===== config.mk =====
export PLATFORM = sky130hd
export DESIGN_NAME = pipeline
export DESIGN_NICKNAME = d
export VERILOG_FILES = /design/src/logic/core_pkg.sv /design/src/logic/decoder.sv /design/src/logic/gpr.sv /design/src/logic/forward_unit.sv /design/src/logic/execute_unit.sv /design/src/logic/pipeline.sv
export SDC_FILE = /design/constraint.sdc
export NUM_CORES = 2
export LEC_CHECK = 0
export ABC_AREA = 0
export CELL_PAD_IN_SITES_DETAIL_PLACEMENT = 1
export CELL_PAD_IN_SITES_GLOBAL_PLACEMENT = 1
export CORE_ASPECT_RATIO = 0.7
export CORE_MARGIN = 2
export CORE_UTILIZATION = 35
export DETAILED_ROUTE_END_ITERATION = 12
export DONT_BUFFER_PORTS = 1
export PLACE_DENSITY = 0.63
export REMOVE_ABC_BUFFERS = 1
export SYNTH_ARGS = -nofsm -noshare
export SYNTH_HDL_FRONTEND = slang
export SYNTH_SLANG_ARGS = --single-unit

===== constraint.sdc =====
create_clock -name ui_clk_from_ddr -period 6.24 [get_ports ui_clk_from_ddr]
set_input_delay 0.936 -clock ui_clk_from_ddr [delete_from_list [all_inputs] [get_ports ui_clk_from_ddr]]
set_output_delay 0.936 -clock ui_clk_from_ddr [all_outputs]
set_load 0.02 [all_outputs]

===== src/logic/core_pkg.sv =====
package core_pkg;

    typedef logic [31:0] word_t;
    typedef logic [4:0]  reg_addr_t;

    // Register format, opcode SPECIAL
    typedef struct packed {
        logic [5:0] opcode;
        reg_addr_t  rs;
        reg_addr_t  rt;
        reg_addr_t  rd;
        logic [4:0] shamt;
        logic [5:0] funct;
    } r_fields_t;

    // Immediate format
    typedef struct packed {
        logic [5:0]  opcode;
        reg_addr_t   rs;
        reg_addr_t   rt;
        logic [15:0] imm;
    } i_fields_t;

    typedef union packed {
        r_fields_t r;
        i_fields_t i;
    } instr_u;

    //////////////////////////////////////////////////////////////////////
    // Major opcodes
    //////////////////////////////////////////////////////////////////////
    localparam logic [5:0] OP_SPECIAL = 6'h00;
    localparam logic [5:0] OP_ADDIU   = 6'h09;
    localparam logic [5:0] OP_SLTI    = 6'h0a;
    localparam logic [5:0] OP_SLTIU   = 6'h0b;
    localparam logic [5:0] OP_ANDI    = 6'h0c;
    localparam logic [5:0] OP_ORI     = 6'h0d;
    localparam logic [5:0] OP_XORI    = 6'h0e;
    localparam logic [5:0] OP_LUI     = 6'h0f;

    // Function field under OP_SPECIAL
    localparam logic [5:0] FN_SLL  = 6'h00;
    localparam logic [5:0] FN_SRL  = 6'h02;
    localparam logic [5:0] FN_SRA  = 6'h03;
    localparam logic [5:0] FN_SLLV = 6'h04;
    localparam logic [5:0] FN_SRLV = 6'h06;
    localparam logic [5:0] FN_SRAV = 6'h07;
    localparam logic [5:0] FN_ADDU = 6'h21;
    localparam logic [5:0] FN_SUBU = 6'h23;
    localparam logic [5:0] FN_AND  = 6'h24;
    localparam logic [5:0] FN_OR   = 6'h25;
    localparam logic [5:0] FN_XOR  = 6'h26;
    localparam logic [5:0] FN_NOR  = 6'h27;
    localparam logic [5:0] FN_SLT  = 6'h2a;
    localparam logic [5:0] FN_SLTU = 6'h2b;

    //////////////////////////////////////////////////////////////////////
    // Execute stage controls
    //////////////////////////////////////////////////////////////////////
    localparam logic [3:0] ALU_ADD  = 4'd0;
    localparam logic [3:0] ALU_SUB  = 4'd1;
    localparam logic [3:0] ALU_AND  = 4'd2;
    localparam logic [3:0] ALU_OR   = 4'd3;
    localparam logic [3:0] ALU_XOR  = 4'd4;
    localparam logic [3:0] ALU_NOR  = 4'd5;
    localparam logic [3:0] ALU_SLT  = 4'd6;
    localparam logic [3:0] ALU_SLTU = 4'd7;
    localparam logic [3:0] ALU_LUI  = 4'd8;

    localparam logic [1:0] SH_SLL = 2'd0;
    localparam logic [1:0] SH_SRL = 2'd1;
    localparam logic [1:0] SH_SRA = 2'd2;

    localparam logic RES_ALU   = 1'b0;
    localparam logic RES_SHIFT = 1'b1;

    // Operand source in EX
    localparam logic [1:0] FWD_REG = 2'd0;
    localparam logic [1:0] FWD_MEM = 2'd1;
    localparam logic [1:0] FWD_WB  = 2'd2;

endpackage


===== src/logic/decoder.sv =====
module decoder (
    input  core_pkg::word_t     instr,
    output core_pkg::reg_addr_t rs_addr,
    output core_pkg::reg_addr_t rt_addr,
    output core_pkg::reg_addr_t rd_addr,
    output logic                reg_w,
    output logic [3:0]          alu_op,
    output logic [1:0]          shift_op,
    output logic                res_sel,
    output logic                b_imm,
    output logic                shamt_var,
    output logic [4:0]          shamt,
    output core_pkg::word_t     imm_ext
);

    core_pkg::instr_u iw;
    logic             is_r;
    logic             known;
    core_pkg::word_t  imm_sext;
    core_pkg::word_t  imm_zext;

    assign iw   = instr;
    assign is_r = (iw.r.opcode == core_pkg::OP_SPECIAL);

    assign imm_sext = {{16{iw.i.imm[15]}}, iw.i.imm};
    assign imm_zext = {16'h0000, iw.i.imm};

    // Source fields share their bit positions in both layouts
    assign rs_addr = iw.r.rs;
    assign rt_addr = iw.r.rt;
    assign shamt   = iw.r.shamt;
    assign rd_addr = is_r ? iw.r.rd : iw.i.rt;

    // Unknown words and writes to $0 leave the register file alone
    assign reg_w = known && (rd_addr != '0);

    always_comb begin
        known     = 1'b1;
        alu_op    = core_pkg::ALU_ADD;
        shift_op  = core_pkg::SH_SLL;
        res_sel   = core_pkg::RES_ALU;
        b_imm     = !is_r;
        shamt_var = 1'b0;
        imm_ext   = imm_sext;
        if (is_r) begin
            case (iw.r.funct)
                core_pkg::FN_SLL:  res_sel = core_pkg::RES_SHIFT;
                core_pkg::FN_SRL: begin
                    res_sel  = core_pkg::RES_SHIFT;
                    shift_op = core_pkg::SH_SRL;
                end
                core_pkg::FN_SRA: begin
                    res_sel  = core_pkg::RES_SHIFT;
                    shift_op = core_pkg::SH_SRA;
                end
                core_pkg::FN_SLLV: begin
                    res_sel   = core_pkg::RES_SHIFT;
                    shamt_var = 1'b1;
                end
                core_pkg::FN_SRLV: begin
                    res_sel   = core_pkg::RES_SHIFT;
                    shift_op  = core_pkg::SH_SRL;
                    shamt_var = 1'b1;
                end
                core_pkg::FN_SRAV: begin
                    res_sel   = core_pkg::RES_SHIFT;
                    shift_op  = core_pkg::SH_SRA;
                    shamt_var = 1'b1;
                end
                core_pkg::FN_ADDU: alu_op = core_pkg::ALU_ADD;
                core_pkg::FN_SUBU: alu_op = core_pkg::ALU_SUB;
                core_pkg::FN_AND:  alu_op = core_pkg::ALU_AND;
                core_pkg::FN_OR:   alu_op = core_pkg::ALU_OR;
                core_pkg::FN_XOR:  alu_op = core_pkg::ALU_XOR;
                core_pkg::FN_NOR:  alu_op = core_pkg::ALU_NOR;
                core_pkg::FN_SLT:  alu_op = core_pkg::ALU_SLT;
                core_pkg::FN_SLTU: alu_op = core_pkg::ALU_SLTU;
                default:           known  = 1'b0;
            endcase
        end else begin
            // Sign extension is the default, logical ops take zero extension
            case (iw.i.opcode)
                core_pkg::OP_ADDIU: alu_op = core_pkg::ALU_ADD;
                core_pkg::OP_SLTI:  alu_op = core_pkg::ALU_SLT;
                core_pkg::OP_SLTIU: alu_op = core_pkg::ALU_SLTU;
                core_pkg::OP_ANDI: begin
                    alu_op  = core_pkg::ALU_AND;
                    imm_ext = imm_zext;
                end
                core_pkg::OP_ORI: begin
                    alu_op  = core_pkg::ALU_OR;
                    imm_ext = imm_zext;
                end
                core_pkg::OP_XORI: begin
                    alu_op  = core_pkg::ALU_XOR;
                    imm_ext = imm_zext;
                end
                core_pkg::OP_LUI: begin
                    alu_op  = core_pkg::ALU_LUI;
                    imm_ext = {iw.i.imm, 16'h0000};
                end
                default: known = 1'b0;
            endcase
        end
    end

endmodule


===== src/logic/gpr.sv =====
module gpr (
    input  logic                ui_clk_from_ddr,
    input  logic                rst_n,
    input  core_pkg::reg_addr_t rs_addr,
    input  core_pkg::reg_addr_t rt_addr,
    output core_pkg::word_t     rs_data,
    output core_pkg::word_t     rt_data,
    input  logic                write,
    input  core_pkg::reg_addr_t rd_addr,
    input  core_pkg::word_t     rd_data
);

    core_pkg::word_t regs [32];

    // $0 is hardwired, a same-cycle write wins over the stored value
    function automatic core_pkg::word_t read_port(input core_pkg::reg_addr_t addr);
        core_pkg::word_t val;
        if (addr == '0) begin
            val = '0;
        end else if (write && (addr == rd_addr)) begin
            val = rd_data;
        end else begin
            val = regs[addr];
        end
        return val;
    endfunction

    always_comb begin
        rs_data = read_port(rs_addr);
        rt_data = read_port(rt_addr);
    end

    // Write lands on the edge that closes the WB cycle
    always_ff @(posedge ui_clk_from_ddr) begin
        if (!rst_n) begin
            for (int i = 0; i < 32; i++) begin
                regs[i] <= '0;
            end
        end else if (write && (rd_addr != '0)) begin
            regs[rd_addr] <= rd_data;
        end
    end

endmodule


===== src/logic/forward_unit.sv =====
module forward_unit (
    input  core_pkg::reg_addr_t ex_rs_addr,
    input  core_pkg::reg_addr_t ex_rt_addr,
    input  logic                mem_reg_w,
    input  core_pkg::reg_addr_t mem_rd_addr,
    input  logic                wb_reg_w,
    input  core_pkg::reg_addr_t wb_rd_addr,
    output logic [1:0]          a_sel,
    output logic [1:0]          b_sel
);

    // MEM holds the younger result so it is checked first.
    // The strobes are never raised for $0, so no zero test here
    function automatic logic [1:0] pick_src(input core_pkg::reg_addr_t src);
        logic [1:0] sel;
        if (mem_reg_w && (mem_rd_addr == src)) begin
            sel = core_pkg::FWD_MEM;
        end else if (wb_reg_w && (wb_rd_addr == src)) begin
            sel = core_pkg::FWD_WB;
        end else begin
            sel = core_pkg::FWD_REG;
        end
        return sel;
    endfunction

    always_comb begin
        a_sel = pick_src(ex_rs_addr);
        b_sel = pick_src(ex_rt_addr);
    end

endmodule


===== src/logic/execute_unit.sv =====
module execute_unit (
    input  core_pkg::word_t op_a,
    input  core_pkg::word_t op_b,
    input  core_pkg::word_t mem_result,
    input  core_pkg::word_t wb_result,
    input  logic [1:0]      a_sel,
    input  logic [1:0]      b_sel,
    input  core_pkg::word_t imm_ext,
    input  logic            b_imm,
    input  logic [3:0]      alu_op,
    input  logic [1:0]      shift_op,
    input  logic            shamt_var,
    input  logic [4:0]      shamt,
    input  logic            res_sel,
    output core_pkg::word_t result
);

    core_pkg::word_t a_fwd;
    core_pkg::word_t b_fwd;
    core_pkg::word_t alu_b;
    core_pkg::word_t alu_out;
    core_pkg::word_t shift_out;
    logic [4:0]      shift_amt;

    function automatic core_pkg::word_t fwd_pick(
        input logic [1:0]      sel,
        input core_pkg::word_t reg_val
    );
        core_pkg::word_t val;
        case (sel)
            core_pkg::FWD_MEM: val = mem_result;
            core_pkg::FWD_WB:  val = wb_result;
            core_pkg::FWD_REG: val = reg_val;
            default:           val = reg_val;
        endcase
        return val;
    endfunction

    always_comb begin
        a_fwd = fwd_pick(a_sel, op_a);
        b_fwd = fwd_pick(b_sel, op_b);
    end

    assign alu_b = b_imm ? imm_ext : b_fwd;

    //////////////////////////////////////////////////////////////////////
    // ALU
    //////////////////////////////////////////////////////////////////////
    always_comb begin
        case (alu_op)
            core_pkg::ALU_ADD:  alu_out = a_fwd + alu_b;
            core_pkg::ALU_SUB:  alu_out = a_fwd - alu_b;
            core_pkg::ALU_AND:  alu_out = a_fwd & alu_b;
            core_pkg::ALU_OR:   alu_out = a_fwd | alu_b;
            core_pkg::ALU_XOR:  alu_out = a_fwd ^ alu_b;
            core_pkg::ALU_NOR:  alu_out = ~(a_fwd | alu_b);
            core_pkg::ALU_SLT:  alu_out = {31'b0, $signed(a_fwd) < $signed(alu_b)};
            core_pkg::ALU_SLTU: alu_out = {31'b0, a_fwd < alu_b};
            // Immediate already sits in the upper half
            core_pkg::ALU_LUI:  alu_out = alu_b;
            default:            alu_out = '0;
        endcase
    end

    //////////////////////////////////////////////////////////////////////
    // Barrel shifter on rt
    //////////////////////////////////////////////////////////////////////
    assign shift_amt = shamt_var ? a_fwd[4:0] : shamt;

    always_comb begin
        case (shift_op)
            core_pkg::SH_SLL: shift_out = b_fwd << shift_amt;
            core_pkg::SH_SRL: shift_out = b_fwd >> shift_amt;
            core_pkg::SH_SRA: shift_out = $signed(b_fwd) >>> shift_amt;
            default:          shift_out = b_fwd;
        endcase
    end

    assign result = (res_sel == core_pkg::RES_SHIFT) ? shift_out : alu_out;

endmodule


===== src/logic/pipeline.sv =====
module pipeline (
    input  logic                ui_clk_from_ddr,
    input  logic                rst_n,
    input  logic                instr_valid,
    input  core_pkg::word_t     instr,
    output logic                wb_reg_w,
    output core_pkg::reg_addr_t wb_rd_addr,
    output core_pkg::word_t     wb_data
);

    // ID stage
    logic                id_valid;
    core_pkg::word_t     id_instr;
    core_pkg::reg_addr_t id_rs_addr;
    core_pkg::reg_addr_t id_rt_addr;
    core_pkg::reg_addr_t id_rd_addr;
    logic                id_reg_w;
    logic [3:0]          id_alu_op;
    logic [1:0]          id_shift_op;
    logic                id_res_sel;
    logic                id_b_imm;
    logic                id_shamt_var;
    logic [4:0]          id_shamt;
    core_pkg::word_t     id_imm_ext;
    core_pkg::word_t     id_rs_data;
    core_pkg::word_t     id_rt_data;

    // EX stage
    logic                ex_reg_w;
    core_pkg::reg_addr_t ex_rd_addr;
    core_pkg::reg_addr_t ex_rs_addr;
    core_pkg::reg_addr_t ex_rt_addr;
    core_pkg::word_t     ex_op_a;
    core_pkg::word_t     ex_op_b;
    core_pkg::word_t     ex_imm_ext;
    logic                ex_b_imm;
    logic [3:0]          ex_alu_op;
    logic [1:0]          ex_shift_op;
    logic                ex_shamt_var;
    logic [4:0]          ex_shamt;
    logic                ex_res_sel;
    logic [1:0]          ex_a_sel;
    logic [1:0]          ex_b_sel;
    core_pkg::word_t     ex_result;

    // MEM stage
    logic                mem_reg_w;
    core_pkg::reg_addr_t mem_rd_addr;
    core_pkg::word_t     mem_result;

    //////////////////////////////////////////////////////////////////////
    // Stage strobes, a bubble travels down as a cleared strobe
    //////////////////////////////////////////////////////////////////////
    always_ff @(posedge ui_clk_from_ddr) begin
        if (!rst_n) begin
            id_valid  <= 1'b0;
            ex_reg_w  <= 1'b0;
            mem_reg_w <= 1'b0;
            wb_reg_w  <= 1'b0;
        end else begin
            id_valid  <= instr_valid;
            ex_reg_w  <= id_valid && id_reg_w;
            mem_reg_w <= ex_reg_w;
            wb_reg_w  <= mem_reg_w;
        end
    end

    //////////////////////////////////////////////////////////////////////
    // ID
    //////////////////////////////////////////////////////////////////////
    always_ff @(posedge ui_clk_from_ddr) begin
        id_instr <= instr;
    end

    decoder i_decoder (
        .instr     ( id_instr     ),
        .rs_addr   ( id_rs_addr   ),
        .rt_addr   ( id_rt_addr   ),
        .rd_addr   ( id_rd_addr   ),
        .reg_w     ( id_reg_w     ),
        .alu_op    ( id_alu_op    ),
        .shift_op  ( id_shift_op  ),
        .res_sel   ( id_res_sel   ),
        .b_imm     ( id_b_imm     ),
        .shamt_var ( id_shamt_var ),
        .shamt     ( id_shamt     ),
        .imm_ext   ( id_imm_ext   )
    );

    // Written from the WB register, bypassed to ID in the same cycle
    gpr i_gpr (
        .ui_clk_from_ddr ( ui_clk_from_ddr ),
        .rst_n           ( rst_n           ),
        .rs_addr         ( id_rs_addr      ),
        .rt_addr         ( id_rt_addr      ),
        .rs_data         ( id_rs_data      ),
        .rt_data         ( id_rt_data      ),
        .write           ( wb_reg_w        ),
        .rd_addr         ( wb_rd_addr      ),
        .rd_data         ( wb_data         )
    );

    //////////////////////////////////////////////////////////////////////
    // EX
    //////////////////////////////////////////////////////////////////////
    always_ff @(posedge ui_clk_from_ddr) begin
        ex_rd_addr   <= id_rd_addr;
        ex_rs_addr   <= id_rs_addr;
        ex_rt_addr   <= id_rt_addr;
        ex_op_a      <= id_rs_data;
        ex_op_b      <= id_rt_data;
        ex_imm_ext   <= id_imm_ext;
        ex_b_imm     <= id_b_imm;
        ex_alu_op    <= id_alu_op;
        ex_shift_op  <= id_shift_op;
        ex_shamt_var <= id_shamt_var;
        ex_shamt     <= id_shamt;
        ex_res_sel   <= id_res_sel;
    end

    forward_unit i_forward (
        .ex_rs_addr  ( ex_rs_addr  ),
        .ex_rt_addr  ( ex_rt_addr  ),
        .mem_reg_w   ( mem_reg_w   ),
        .mem_rd_addr ( mem_rd_addr ),
        .wb_reg_w    ( wb_reg_w    ),
        .wb_rd_addr  ( wb_rd_addr  ),
        .a_sel       ( ex_a_sel    ),
        .b_sel       ( ex_b_sel    )
    );

    execute_unit i_execute (
        .op_a       ( ex_op_a      ),
        .op_b       ( ex_op_b      ),
        .mem_result ( mem_result   ),
        .wb_result  ( wb_data      ),
        .a_sel      ( ex_a_sel     ),
        .b_sel      ( ex_b_sel     ),
        .imm_ext    ( ex_imm_ext   ),
        .b_imm      ( ex_b_imm     ),
        .alu_op     ( ex_alu_op    ),
        .shift_op   ( ex_shift_op  ),
        .shamt_var  ( ex_shamt_var ),
        .shamt      ( ex_shamt     ),
        .res_sel    ( ex_res_sel   ),
        .result     ( ex_result    )
    );

    //////////////////////////////////////////////////////////////////////
    // MEM and WB, no memory access left so results just move along
    //////////////////////////////////////////////////////////////////////
    always_ff @(posedge ui_clk_from_ddr) begin
        mem_rd_addr <= ex_rd_addr;
        mem_result  <= ex_result;
        wb_rd_addr  <= mem_rd_addr;
        wb_data     <= mem_result;
    end

endmodule


==> flow_results.org <==
** Status
- Status :: finished with violations
- Violated checks :: design-rule violations

** Die
- # IOs :: 73
- The die covers between 200,000 and 250,000 um2.
- Starting Density :: 35.3%
- Row cnt :: 139
- Measured along the x axis, the die boundary spans 547 um.
- Vertical die dimension :: between 300 and 400 um
- Std-Cell Core Area :: 205,000 um2

** Yosys
- Counting flops with a built-in enable in the synthesized netlist gives slightly above 1,000.
- Most used flip-flop cell after synthesis :: sky130_fd_sc_hd__edfxtp_1
- Summed over all instances, the cell type with the most area after synthesis is sky130_fd_sc_hd__edfxtp_1.
- Area share of the largest cell type after synthesis :: a little over two fifths
- Number of flip-flops and latches in the synthesized netlist :: 1,259
- The mapped netlist covers slightly above 70,000 um2.
- Sequential elements use 49.0% of the synthesized area.
- Count of synthesis-stage warnings from yosys :: 0
- Commonest cells post-synth :: sky130_fd_sc_hd__edfxtp_1, sky130_fd_sc_hd__and2_1, sky130_fd_sc_hd__mux4_2
- Synth top area cells :: sky130_fd_sc_hd__edfxtp_1, sky130_fd_sc_hd__mux4_2, sky130_fd_sc_hd__and2_1
- In this run, distinct cell masters in the synthesized netlist total 96.
- Most repeated cell in the gate-level netlist after synthesis :: sky130_fd_sc_hd__edfxtp_1
- Per-instance average area after synthesis :: 12.6 um2
- Fraction of registers with async set or reset after synthesis :: 0%
- Counting every instance in the synthesized netlist gives 5,723.

** Detailed routing
- For this block, the initial DRC count from the detailed router was 7,943.
- Using the TritonRoute via totals, the vias-per-cell ratio works out to 6.33.
- After detailed routing, the number of remaining DRC violations is 8.
- Once detail routing completed, the nets flagged for antenna violations numbered 0.
- Count of vias placed by the detailed router :: roughly 54,000
- Wires add up to 301,000 um.
- Routed len/inst :: 35.6 um
- Iteration count of the initial detailed-routing pass :: 9

** STA
- Worst Max-Slew Pin Slew :: 1.25 ns
- The hold violation total from the final report came to 0.
- The final critical path takes up 92.2% of the cycle.
- Measured against its own limit, the worst slew margin works out to 17.0%.
- After routing, the total negative slack on setup checks comes to 0 ns.
- Clock skew on the completed layout was measured at between 0.05 and 0.06 ns.
- Setup repair after global routing left no endpoint under its margin.
- Static timing analysis puts the maximum clock frequency at 174 MHz.
- Setup violations remaining at the end of the flow were counted as 0.
- For the finished layout, the period the worst path requires is approximately 5.8 ns.
- The count of final max-slew check failures was 0.
- Worst setup margin :: 0.486 ns

** Power and ir drop
- Combinational logic burns roughly a fifth of the power.
- Leakage component of the power :: approximately 29 nW
- Switching Power :: 7.40 mW
- Net switching is 32.0% of the power.
- Clk pwr share :: 35.9%
- Cell-internal power :: 15.7 mW
- Portion of total power attributed to sequential cells :: between 40% and 50%
- Power density over cell area :: 285 nW/um2
- Across the VDD grid, the largest voltage drop is 189 uV.

** GRT
- Overall overflow remaining after global route :: 0
- Gr usage total :: between 20 and 30%
- The number of global-route vias before repair is 53,200.
- Entering global routing, the biggest net connects 105 pins.
- Initial antenna violation count :: 30
- First-pass GRT wire length :: 423,000 um

** Worst setup path
- Worst R2R Setup Slack :: 0.49 ns
- The most critical setup path has its endpoint at mem_result[30].
- The worst setup path is captured at a flop.
- For the worst flop-to-flop path, the logic depth is 18.
- Kind of start point of the critical path :: flop
- Largest fanout of any net on the critical path :: 12
- Critical R2R Launch :: mem_rd_addr[1]
- Worst Path Class, Setup :: flop to flop
- Worst endpoint required time :: ~6.9 ns
- Launching element of the worst setup path :: mem_rd_addr[1]
- Arrival time of the worst setup path :: approximately 6.4 ns
- Worst R2R End :: mem_result[30]

** Hold path
- The path class of the tightest hold or removal check is input pin to flop.
- Along the worst hold path, the cell count comes to 0.
- The startpoint identified for the worst hold timing path is instr[24].

** Final layout
- Post-layout nets :: 5,758
- Share of the core filled with cells in the final layout :: 39.5%
- Fill cells in the final layout number approximately 21,000.
- Cells with a size suffix above 1 make up between 20% and 30% of the layout.
- Synthesis-to-layout area growth :: 12.0%

** Placement
- Gpl congestion :: 0.985
- Half-perimeter wire length after placement :: roughly 200,000 um
- OpenSTA, run right after detailed placement, puts the worst setup slack at 0.505 ns.
- During placement, the flow inserted port buffers numbering 0.

** Clock tree
- Deepest level of the CTS H-tree :: 4
- Clock tree synthesis inserted a total of 142 buffers.
- Worst-path clk slew :: 0.08 ns
- Maximum buffer depth of the clock tree :: 4
- Post-CTS setup buffers :: 0
- For this design, the sink count on the clock tree is between 1,000 and 1,500.
- TritonCTS built the clock tree.
- Worst skew pair latency :: 0.82 ns
- Root buffer cell :: sky130_fd_sc_hd__clkbuf_16

** Run
- Max capacitance violation total :: 0
-- worst min path at each step --
stage | slack [ns] | to
finish | 0.14 | id_instr[24]
global route | 0.11 | id_instr[24]
CTS | 0.1 | id_instr[24]
detailed placement | 0.31 | mem_rd_addr[3]
global placement | 0.32 | mem_rd_addr[3]
floorplan | 0.31 | mem_rd_addr[0]
-- cells by family (layout without fill, tap and decap cells) --
| family | Yosys count | count (layout) | share of synthesized area [%] |
|---|---|---|---|
| and+or+nand+nor | 1741 | 1741 | 13.3 |
| DFF | 1259 | 1259 | 49.0 |
| AOI/OAI and AO/OA | 1020 | 1020 | 9.77 |
| muxes | 875 | 875 | 21.8 |
| buffers and inverters | 670 | 625 | 3.69 |
| adders and majority gates | 111 | 111 | 1.94 |
| xor gates and xnor gates | 46 | 46 | 0.578 |
| other | 1 | 40 | 0.00518 |
-- power groups by stage --
stage / clock network, mW / logic, mW / registers (mW)
3_5_place_dp: 0 / 4.67 / 10.2
4_1_cts: 8.36 / 4.69 / 9.99
5_1_grt: 8.68 / 5.00 / 10.0
3_3_place_gp: 0 / 4.63 / 10.1
2_1_floorplan: 0 / 2.34 / 10.5
6_report: 8.29 / 4.80 / 10.0
-- sequential cells by signal, summed over array words and instances, names as in the netlist --
name and cells:
wb_rd_addr 5, wb_reg_w 1, ex_alu_op 4, ex_rs_addr 5, ex_reg_w 1, ex_shamt 5, mem_result 32, ex_b_imm 1
ex_shamt_var 1, wb_data 32, ex_op_b 32, ex_imm_ext 32, ex_rt_addr 5, ex_op_a 32, id_valid 1, mem_rd_addr 5
i_gpr.regs 1024, mem_reg_w 1, ex_rd_addr 5, ex_res_sel 1, ex_shift_op 2, id_instr 32
-- metrics by stage --
| step | hold WS (ns) | instances | area (um2) | total power [mW] |
|---|---|---|---|---|
| 3_5_place_dp | 0.313 | 8217 | 76600 | 14.8 |
| 2_1_floorplan | 0.310 | 5187 | 70200 | 12.8 |
| 3_3_place_gp | 0.317 | 8217 | 76600 | 14.8 |
| 5_1_grt | 0.110 | 8458 | 81000 | 23.7 |
| 4_1_cts | 0.0977 | 8458 | 81000 | 23.0 |
| 6_report | 0.143 | 8466 | 81000 | 23.1 |
-- critical path: stages, from the launching register on --
cell and delay (ns):
sky130_fd_sc_hd__dfxtp_1 0.37, sky130_fd_sc_hd__xnor2_2 0.31, sky130_fd_sc_hd__nand2_1 0.35, sky130_fd_sc_hd__nor2_2 0.40
sky130_fd_sc_hd__nor2_1 0.12, sky130_fd_sc_hd__a222oi_1 0.56, sky130_fd_sc_hd__inv_1 0.14, sky130_fd_sc_hd__ha_1 0.54
sky130_fd_sc_hd__nor3b_1 0.13, sky130_fd_sc_hd__a2111oi_2 0.56, sky130_fd_sc_hd__nor4_1 0.11, sky130_fd_sc_hd__a211o_1 0.37
sky130_fd_sc_hd__o31ai_1 0.43, sky130_fd_sc_hd__a21oi_1 0.17, sky130_fd_sc_hd__o31ai_1 0.45, sky130_fd_sc_hd__xnor2_1 0.19
sky130_fd_sc_hd__o221ai_1 0.14, sky130_fd_sc_hd__a21oi_1 0.19, sky130_fd_sc_hd__o22ai_1 0.10
-- layout by cell type (no fill, tap or decap), drive strengths merged, types with 159 or more instances in the layout --
master and count:
a21oi 185, buf 281, o21ai 200, edfxtp 1024, dfxtp 235, and2 985, clkbuf 185, mux2i 243
nor2 293, mux4 550, nand2 159
-- final cells by class --
| class | count | area (um2) | area share, % |
|---|---|---|---|
| clock inverters | 56 | 475 | 0.587 |
| inverters | 103 | 387 | 0.477 |
| repair buffers | 281 | 2250 | 2.77 |
| diodes | 8 | 20.0 | 0.0247 |
| multi-input cells | 3825 | 35100 | 43.3 |
| well taps | 2749 | 3440 | 4.25 |
| flip-flops and latches | 1259 | 35500 | 43.8 |
| clock buffers | 185 | 3870 | 4.78 |
-- timing repair --
action	4_1_cts	5_1_grt
resized for setup	0	1
hold endpoints to repair	0	0
hold buffers	0	0
endpoints found under the setup margin	0	1
-- routing by layer --
metal / track usage [%] / vias to the layer above / wire length, um
met5: 0 / - / 51
met4: 7.50 / 6 / 8400
met3: 7.87 / 442 / 37000
met2: 39.5 / 3217 / 124000
met1: 42.3 / 28300 / 132000
li1: - / 21600 / -
Power figures use the tool's default switching activity.
